$ cat config.mk
export PLATFORM = sky130hd
export DESIGN_NAME = tcb_lite_boundary_stat
export DESIGN_NICKNAME = d
export VERILOG_FILES = /design/src/hw/tcb_lite_boundary_stat.sv
export VERILOG_INCLUDE_DIRS = /design/src /design/src/hw
export SDC_FILE = /design/constraint.sdc
export NUM_CORES = 1
export LEC_CHECK = 0
export BUFFER_PORTS_ARGS = -buffer_cell sky130_fd_sc_hd__clkbuf_2
export CAP_MARGIN = 0
export CORE_MARGIN = 1
export CORE_UTILIZATION = 55
export DETAILED_ROUTE_END_ITERATION = 16
export PLACE_DENSITY_LB_ADDON = 0.1
export SYNTH_ARGS = -nofsm -noshare
export SYNTH_HDL_FRONTEND = slang
export SYNTH_SLANG_ARGS = --single-unit
$ cat constraint.sdc
create_clock -name clk -period 2.4 [get_ports clk]
set_input_delay 0.36 -clock clk [delete_from_list [all_inputs] [get_ports clk]]
set_output_delay 0.36 -clock clk [all_outputs]
set_load 0.1 [all_outputs]
$ cat src/hw/tcb_lite_cfg.svh
// bus and memory sizing; only a 32-bit data bus is supported, and TCB_DLY of 0 removes all delay lines
`ifndef TCB_LITE_CFG_SVH
`define TCB_LITE_CFG_SVH

//////////////////////////////
// bus geometry
//////////////////////////////

// data width in bits
`define TCB_DAT 32
// byte lanes per data word
`define TCB_BYT (`TCB_DAT/8)
// byte offset bits within a word
`define TCB_OFF ($clog2(`TCB_BYT))
// byte address width
`define TCB_ADR 12

//////////////////////////////
// timing and memory
//////////////////////////////

// fixed response delay in clock cycles
`define TCB_DLY 1
// memory depth in words
`define TCB_MEM_WORDS 256
// converter mode, 1 masks the offset to the aligned container
`define TCB_ALIGNED 1'b0

`endif

$ cat src/hw/tcb_lite_boundary_stat.sv
// wrap counter saturates at 16'hffff; err is raised only when the converter runs aligned
`timescale 1ns/1ps
`default_nettype none

`include "tcb_lite_cfg.svh"

module tcb_lite_boundary_stat (
    input  logic        clk,
    input  logic        rst,
    input  logic        wrap,
    input  logic        sts_rd,
    output logic [15:0] sts_cnt,
    output logic        err
);

    localparam int unsigned dly     = `TCB_DLY;
    localparam bit          aligned = `TCB_ALIGNED;

    // running count of crossings
    logic [15:0] cnt;

    //////////////////////////////
    // counter
    //////////////////////////////

    always_ff @(posedge clk) begin
        if (rst) begin
            cnt     <= '0;
            sts_cnt <= '0;
        end else if (sts_rd) begin
            // snapshot then restart, a wrap in this cycle is kept
            sts_cnt <= cnt;
            cnt     <= {15'd0, wrap};
        end else if (wrap && (cnt != 16'hffff)) begin
            cnt <= cnt + 16'd1;
        end
    end

    //////////////////////////////
    // error timing
    //////////////////////////////

    // lines up with the response of the wrapping transfer
    generate
        if (dly == 0) begin : g_no_dly
            assign err = wrap & aligned;
        end else begin : g_dly
            logic [dly:1] err_q;

            always_ff @(posedge clk) begin
                if (rst) begin
                    err_q <= '0;
                end else begin
                    err_q[1] <= wrap & aligned;
                    for (int s = 2; s <= dly; s++) begin
                        err_q[s] <= err_q[s-1];
                    end
                end
            end

            assign err = err_q[dly];
        end
    endgenerate

endmodule : tcb_lite_boundary_stat

`default_nettype wire

# Yosys cells after proc, flatten, opt, wreduce, memory -nomap -nowiden

Cells that the tools add are included.

Flip-flop bits (word level): 32
Input port bits: 4
Output and inout bits: 17
Word-level logic and storage cells: 10

$add $sub $neg: 1
Equality and inequality tests: 1
Mux-type cells: 2
Reduce and logical (&&, ||, !) cells: 3

Operator list:

| cell                  | number |
|---|---|
| $add 16x1->16 const B | 1 |
| $ne 16x16->1 const B  | 1 |
| $mux 1                | 2 |
| $reduce_bool 2->1     | 1 |
| $reduce_or 2->1       | 1 |
| $logic_and 1x1->1     | 1 |

# Depth between registers and ports, before layout

Depth after elaboration: 4
Mapped depth: 6
Gate-level depth less buffers: 5

# Worst setup path after synthesis

No wires, ideal clock.

Kind: register to register
Start point: reg cnt[2]
End point: reg cnt[13]
Setup time: 0.070 ns
Data arrival time: 1.801 ns
Data required time: 2.330 ns
Setup slack: 0.528 ns
Cell stages (with the launch flop): 7
Buffers on the path: 2
Period minus slack after synthesis: 1.872 ns
Path through: dfxtp_1 clkbuf_1 nand4_1 or4_1 clkbuf_2 or4_1 a21oi_1

Cells in the longest elaborated chain, start to end: 2
Elaborated cells between the ends (all ways): 3
Those cells by class: add/sub: 1; eq/ne: 1; reduce/logical: 1

Ends and longest elaborated chain:

| element                                                               | line                         | text |
|---|---|---|
| start: declaration                                                    | tcb_lite_boundary_stat.sv:20 | `logic [15:0] cnt;` |
| start signal: assignment                                              | tcb_lite_boundary_stat.sv:33 | `cnt <= {15'd0, wrap};` |
| start signal: assignment                                              | tcb_lite_boundary_stat.sv:35 | `cnt <= cnt + 16'd1;` |
| parallel branches: the longest is 2 deep, another holds $add 16x1->16 | n/a                          |  |

Parallel ways; which one is timed is not known.
A chain may end at the register's enable or synchronous reset.

# Worst setup path in the final report

Start point: reg cnt[3]
End point: reg cnt[15]

The elaborated chain is that of the path after synthesis.

==> flow_summary.html <==
<table>
<tr><th>Metric</th><th>Value</th></tr>
<tr><th colspan="2">Routing</th></tr>
<tr><td>Met3 routed wirelength</td><td>approximately 240 µm</td></tr>
<tr><td>Detailed-routing iteration count for the pre-antenna-repair pass</td><td>4</td></tr>
<tr><td>Top Metal Used</td><td>met4</td></tr>
<tr><td>Detail Route met2 WL</td><td>1200 µm</td></tr>
<tr><td>Routed metal-1 wirelength</td><td>1300 µm</td></tr>
<tr><td>DRC violation count after routing</td><td>0</td></tr>
<tr><td>Vias</td><td>1,195</td></tr>
<tr><td>Violation count after the first detailed-routing iteration</td><td>22</td></tr>
<tr><td>Antenna-violating nets left</td><td>0</td></tr>
<tr><td>Routed len/inst</td><td>14.0 µm</td></tr>
<tr><td>Routed via count divided by cell count</td><td>about 6</td></tr>
<tr><td>WL final</td><td>between 2000 and 3000 µm</td></tr>
<tr><th colspan="2">Die</th></tr>
<tr><td>Ports placed on the boundary</td><td>21</td></tr>
<tr><td>Floorplan core area</td><td>0.00230 mm²</td></tr>
<tr><td>Die Y</td><td>52.3 µm</td></tr>
<tr><td>Starting density of the core</td><td>0.606</td></tr>
<tr><td>Width of the die</td><td>52.3 µm</td></tr>
<tr><td>Die Footprint</td><td>0.00274 mm²</td></tr>
<tr><td>Cell Rows</td><td>17</td></tr>
<tr><th colspan="2">Cells and area</th></tr>
<tr><td>Design Area, Final</td><td>0.00156 mm²</td></tr>
<tr><td>Multi-input gate area</td><td>686 µm²</td></tr>
<tr><td>Final layout net count</td><td>~180</td></tr>
<tr><td>Sequential cell area</td><td>about 640 µm²</td></tr>
<tr><td>Area Overhead vs Synth</td><td>12.2%</td></tr>
<tr><td>Antenna diode count</td><td>0</td></tr>
<tr><td>Fillers</td><td>195</td></tr>
<tr><td>Fraction of layout cells with a size suffix above 1</td><td>0.193</td></tr>
<tr><th colspan="2">Synthesis</th></tr>
<tr><td>Area share of the leading cell type in the synthesized netlist</td><td>0.460</td></tr>
<tr><td>Library cells used by synthesis</td><td>35</td></tr>
<tr><td>Post-Synthesis Cells</td><td>154</td></tr>
<tr><td>Sequential-to-total area share from yosys stat</td><td>0.460</td></tr>
<tr><td>Synthesized flop and latch total</td><td>32</td></tr>
<tr><td>Synth area leader</td><td>dfxtp_1</td></tr>
<tr><td>Most common cell in the synthesized netlist</td><td>dfxtp_1</td></tr>
<tr><td>Most frequent cells after synthesis</td><td>dfxtp_1, nor2_1, mux2i_1</td></tr>
<tr><td>Number of warnings issued by yosys</td><td>0</td></tr>
<tr><td>Cells taking the most area after synthesis</td><td>dfxtp_1, mux2i_1, nor2_1, a21oi_1, nand4_1</td></tr>
<tr><td>Avg Cell Area, Syn</td><td>9.04 µm²</td></tr>
<tr><td>Share of async-settable or async-resettable flops after synthesis</td><td>0</td></tr>
<tr><td>Number of flops mapped to enable cells by yosys</td><td>0</td></tr>
<tr><td>Mapped cell area</td><td>0.00139 mm²</td></tr>
<tr><td>Main flop type after synthesis</td><td>dfxtp_1</td></tr>
<tr><td>Synthesized netlist net count</td><td>159</td></tr>
<tr><th colspan="2">Worst setup path</th></tr>
<tr><td>Number of cells on the worst reg-to-reg path</td><td>4</td></tr>
<tr><td>Maximum fanout count along the critical path</td><td>8</td></tr>
<tr><td>Most common cell type on the critical path</td><td>or4_1</td></tr>
<tr><td>Startpoint kind of the worst setup timing path</td><td>flop</td></tr>
<tr><td>Required time of the critical path</td><td>2.67 ns</td></tr>
<tr><td>Crit-path max cell delay</td><td>0.65 ns</td></tr>
<tr><td>Crit path max-delay cell type</td><td>or4_1</td></tr>
<tr><td>Nature of the critical path endpoint</td><td>flop</td></tr>
<tr><td>Cells along the critical path</td><td>nand4_2 &gt; or4_1 &gt; or4_1 &gt; a21oi_1</td></tr>
<tr><td>Setup Crit Path Kind</td><td>flop to flop</td></tr>
<tr><td>Worst path arrival time</td><td>2.30 ns</td></tr>
<tr><th colspan="2">Global routing</th></tr>
<tr><td>Largest net degree at the start of global routing</td><td>21</td></tr>
<tr><td>Initial antenna violation count</td><td>0</td></tr>
<tr><td>Global-route wire length before repair</td><td>4710 µm</td></tr>
<tr><td>Global Route Usage Sum</td><td>0.237</td></tr>
<tr><td>Overflow left after global routing</td><td>0</td></tr>
<tr><td>Number of global-route vias before repair</td><td>1,076</td></tr>
<tr><th colspan="2">Clock network</th></tr>
<tr><td>Sinks on Clock Net</td><td>32</td></tr>
<tr><td>Root buf cell</td><td>clkbuf_4</td></tr>
<tr><td>Resize count post-CTS</td><td>0</td></tr>
<tr><td>Max clock buf depth</td><td>2</td></tr>
<tr><td>CTS tree</td><td>built</td></tr>
<tr><td>Clock-pin slew of the registers on the worst-case setup and hold paths</td><td>0.10 ns</td></tr>
<tr><td>Count of H-tree levels built during CTS</td><td>2</td></tr>
<tr><td>Hold bufs inserted after CTS</td><td>0</td></tr>
<tr><td>Worst-Skew Late Latency</td><td>0.34 ns</td></tr>
<tr><td>Post-CTS Repair Setup Buffers</td><td>0</td></tr>
<tr><td>Number of buffers added by the clock tree synthesis step</td><td>5</td></tr>
<tr><th colspan="2">Timing</th></tr>
<tr><td>Setup repair after global routing missed its margin</td><td>no</td></tr>
<tr><td>Clock period minus worst slack</td><td>2.02 ns</td></tr>
<tr><td>Summed negative setup slack over all endpoints</td><td>0 ns</td></tr>
<tr><td>Timing-limited maximum frequency</td><td>~0.49 GHz</td></tr>
<tr><td>Final critical-path share of the clock period</td><td>0.844</td></tr>
<tr><td>Hold Slack</td><td>0.413 ns</td></tr>
<tr><td>Setup Viol. Count Final</td><td>0</td></tr>
<tr><td>Hold violation total from the final report</td><td>0</td></tr>
<tr><td>Relative max-transition margin</td><td>0.593</td></tr>
<tr><td>Worst clock skew</td><td>about 0.011 ns</td></tr>
<tr><td>Slew Limit Fails</td><td>0</td></tr>
<tr><td>Actual slew at the worst max-slew pin</td><td>approximately 0.60 ns</td></tr>
<tr><th colspan="2">Place</th></tr>
<tr><td>Post-detail-place hpwl</td><td>between 1500 and 2000 µm</td></tr>
<tr><td>Routability Congestion</td><td>0.940</td></tr>
<tr><td>Number of buffer cells added on primary ports</td><td>19</td></tr>
<tr><td>DP Area</td><td>approximately 0.0015 mm²</td></tr>
<tr><th colspan="2">Min path</th></tr>
<tr><td>Min-Delay Path Class</td><td>input port to flop</td></tr>
<tr><td>Worst hold path depth</td><td>3</td></tr>
<tr><th colspan="2">Job</th></tr>
<tr><td>Max-cap violation count</td><td>0</td></tr>
<tr><th colspan="2">Power</th></tr>
<tr><td>Peak supply drop</td><td>558 µV</td></tr>
<tr><td>P_leak</td><td>0.000620 µW</td></tr>
<tr><td>Power per standard cell area</td><td>631 mW/mm²</td></tr>
<tr><td>Post-route total power</td><td>around 1000 µW</td></tr>
<tr><th colspan="2">Run status</th></tr>
<tr><td>Result of the run</td><td>finished, final reports clean</td></tr>
</table>
-- state kept, by name, summed over array words and instances (netlist names) --
name     flops
cnt         16
sts_cnt     16
-- routing by layer --
layer,vias to the layer above,track usage
met5,-,0
met4,0,0.110
met3,6,0.0638
met2,50,0.382
met1,545,0.290
li1,594,-
-- power breakdown --
| group | switching, µW | internal [µW] | total [µW] |
|---|---|---|---|
| sequential | 3.35 | 534 | 537 |
| combinational | 39.0 | 13.9 | 52.9 |
| clock | 178 | 218 | 397 |
-- cell usage in the layout (no fill, tap or decap) --
cell       count
o311ai_0       2
nand4_1        6
clkbuf_1       1
or3_1          4
o31ai_1        3
a21oi_1       10
buf_4          2
xnor2_1        1
clkbuf_2      19
nor4b_1        1
nor2_1        22
nor3b_1        1
clkinv_2       1
ha_1           1
nand3b_1       2
o41ai_1        2
a31oi_1        2
or4_1          3
nor3_1         1
conb_1         1
or3_2          2
o21a_1         1
nand3_1        7
or2_2          1
dfxtp_1       32
o21ai_0        6
bufinv_16      1
a211oi_1       1
a41o_1         1
nor4_1         2
clkbuf_4       5
and4_2         1
and4_1         1
mux2i_1       17
inv_1          4
nand2_1        3
nand4_2        1
-- stage by stage --
step | worst slack (ns) | cells | utilization
after detailed placement | 0.393 | 191 | 0.647
final | 0.375 | 199 | 0.680
after CTS | 0.370 | 199 | 0.680
after floorplan | 0.528 | 154 | -
after global placement | 0.454 | 191 | 0.647
after global routing | 0.265 | 199 | 0.680
-- final timing paths --
| kind | slack, ns | endpoint | start |
|---|---|---|---|
| worst max register to register | 0.38 | cnt[15] | cnt[3] |
| worst min register to register | 0.50 | sts_cnt[7] | sts_cnt[7] |
| worst min-delay path | 0.41 | cnt[1] | wrap |
| worst max-delay path | 0.38 | cnt[15] | cnt[3] |
-- worst max-delay path: cells and delay by family, from the launching register on --
| kind | cells | cell delay, ns |
|---|---|---|
| AND/OR/NAND/NOR | 3 | 1.34 |
| flip-flops | 1 | 0.47 |
| AO/OA/AOI/OAI | 1 | 0.16 |
-- logic make-up (layout without fill, tap and decap cells) --
group / Yosys count / in the layout / synth area share
flip-flops: 32 / 32 / 0.460
AO/OA/AOI/OAI: 28 / 28 / 0.126
adder cells (fa/ha/maj): 1 / 1 / 0.00898
AND/OR/NAND/NOR: 58 / 58 / 0.226
XOR/XNOR: 1 / 1 / 0.00629
buffers and inverters: 16 / 33 / 0.0476
other: 1 / 1 / 0.00269
multiplexers: 17 / 17 / 0.122
-- final cells by class --
class,count,share of cell area
clock inverters,2,0.0224
clock buffers,6,0.0264
repair buffers,21,0.0705
multi-input cells,106,0.439
flip-flops and latches,32,0.410
well taps,28,0.0224
inverters,4,0.00961
(Power assumes the default switching activity.)
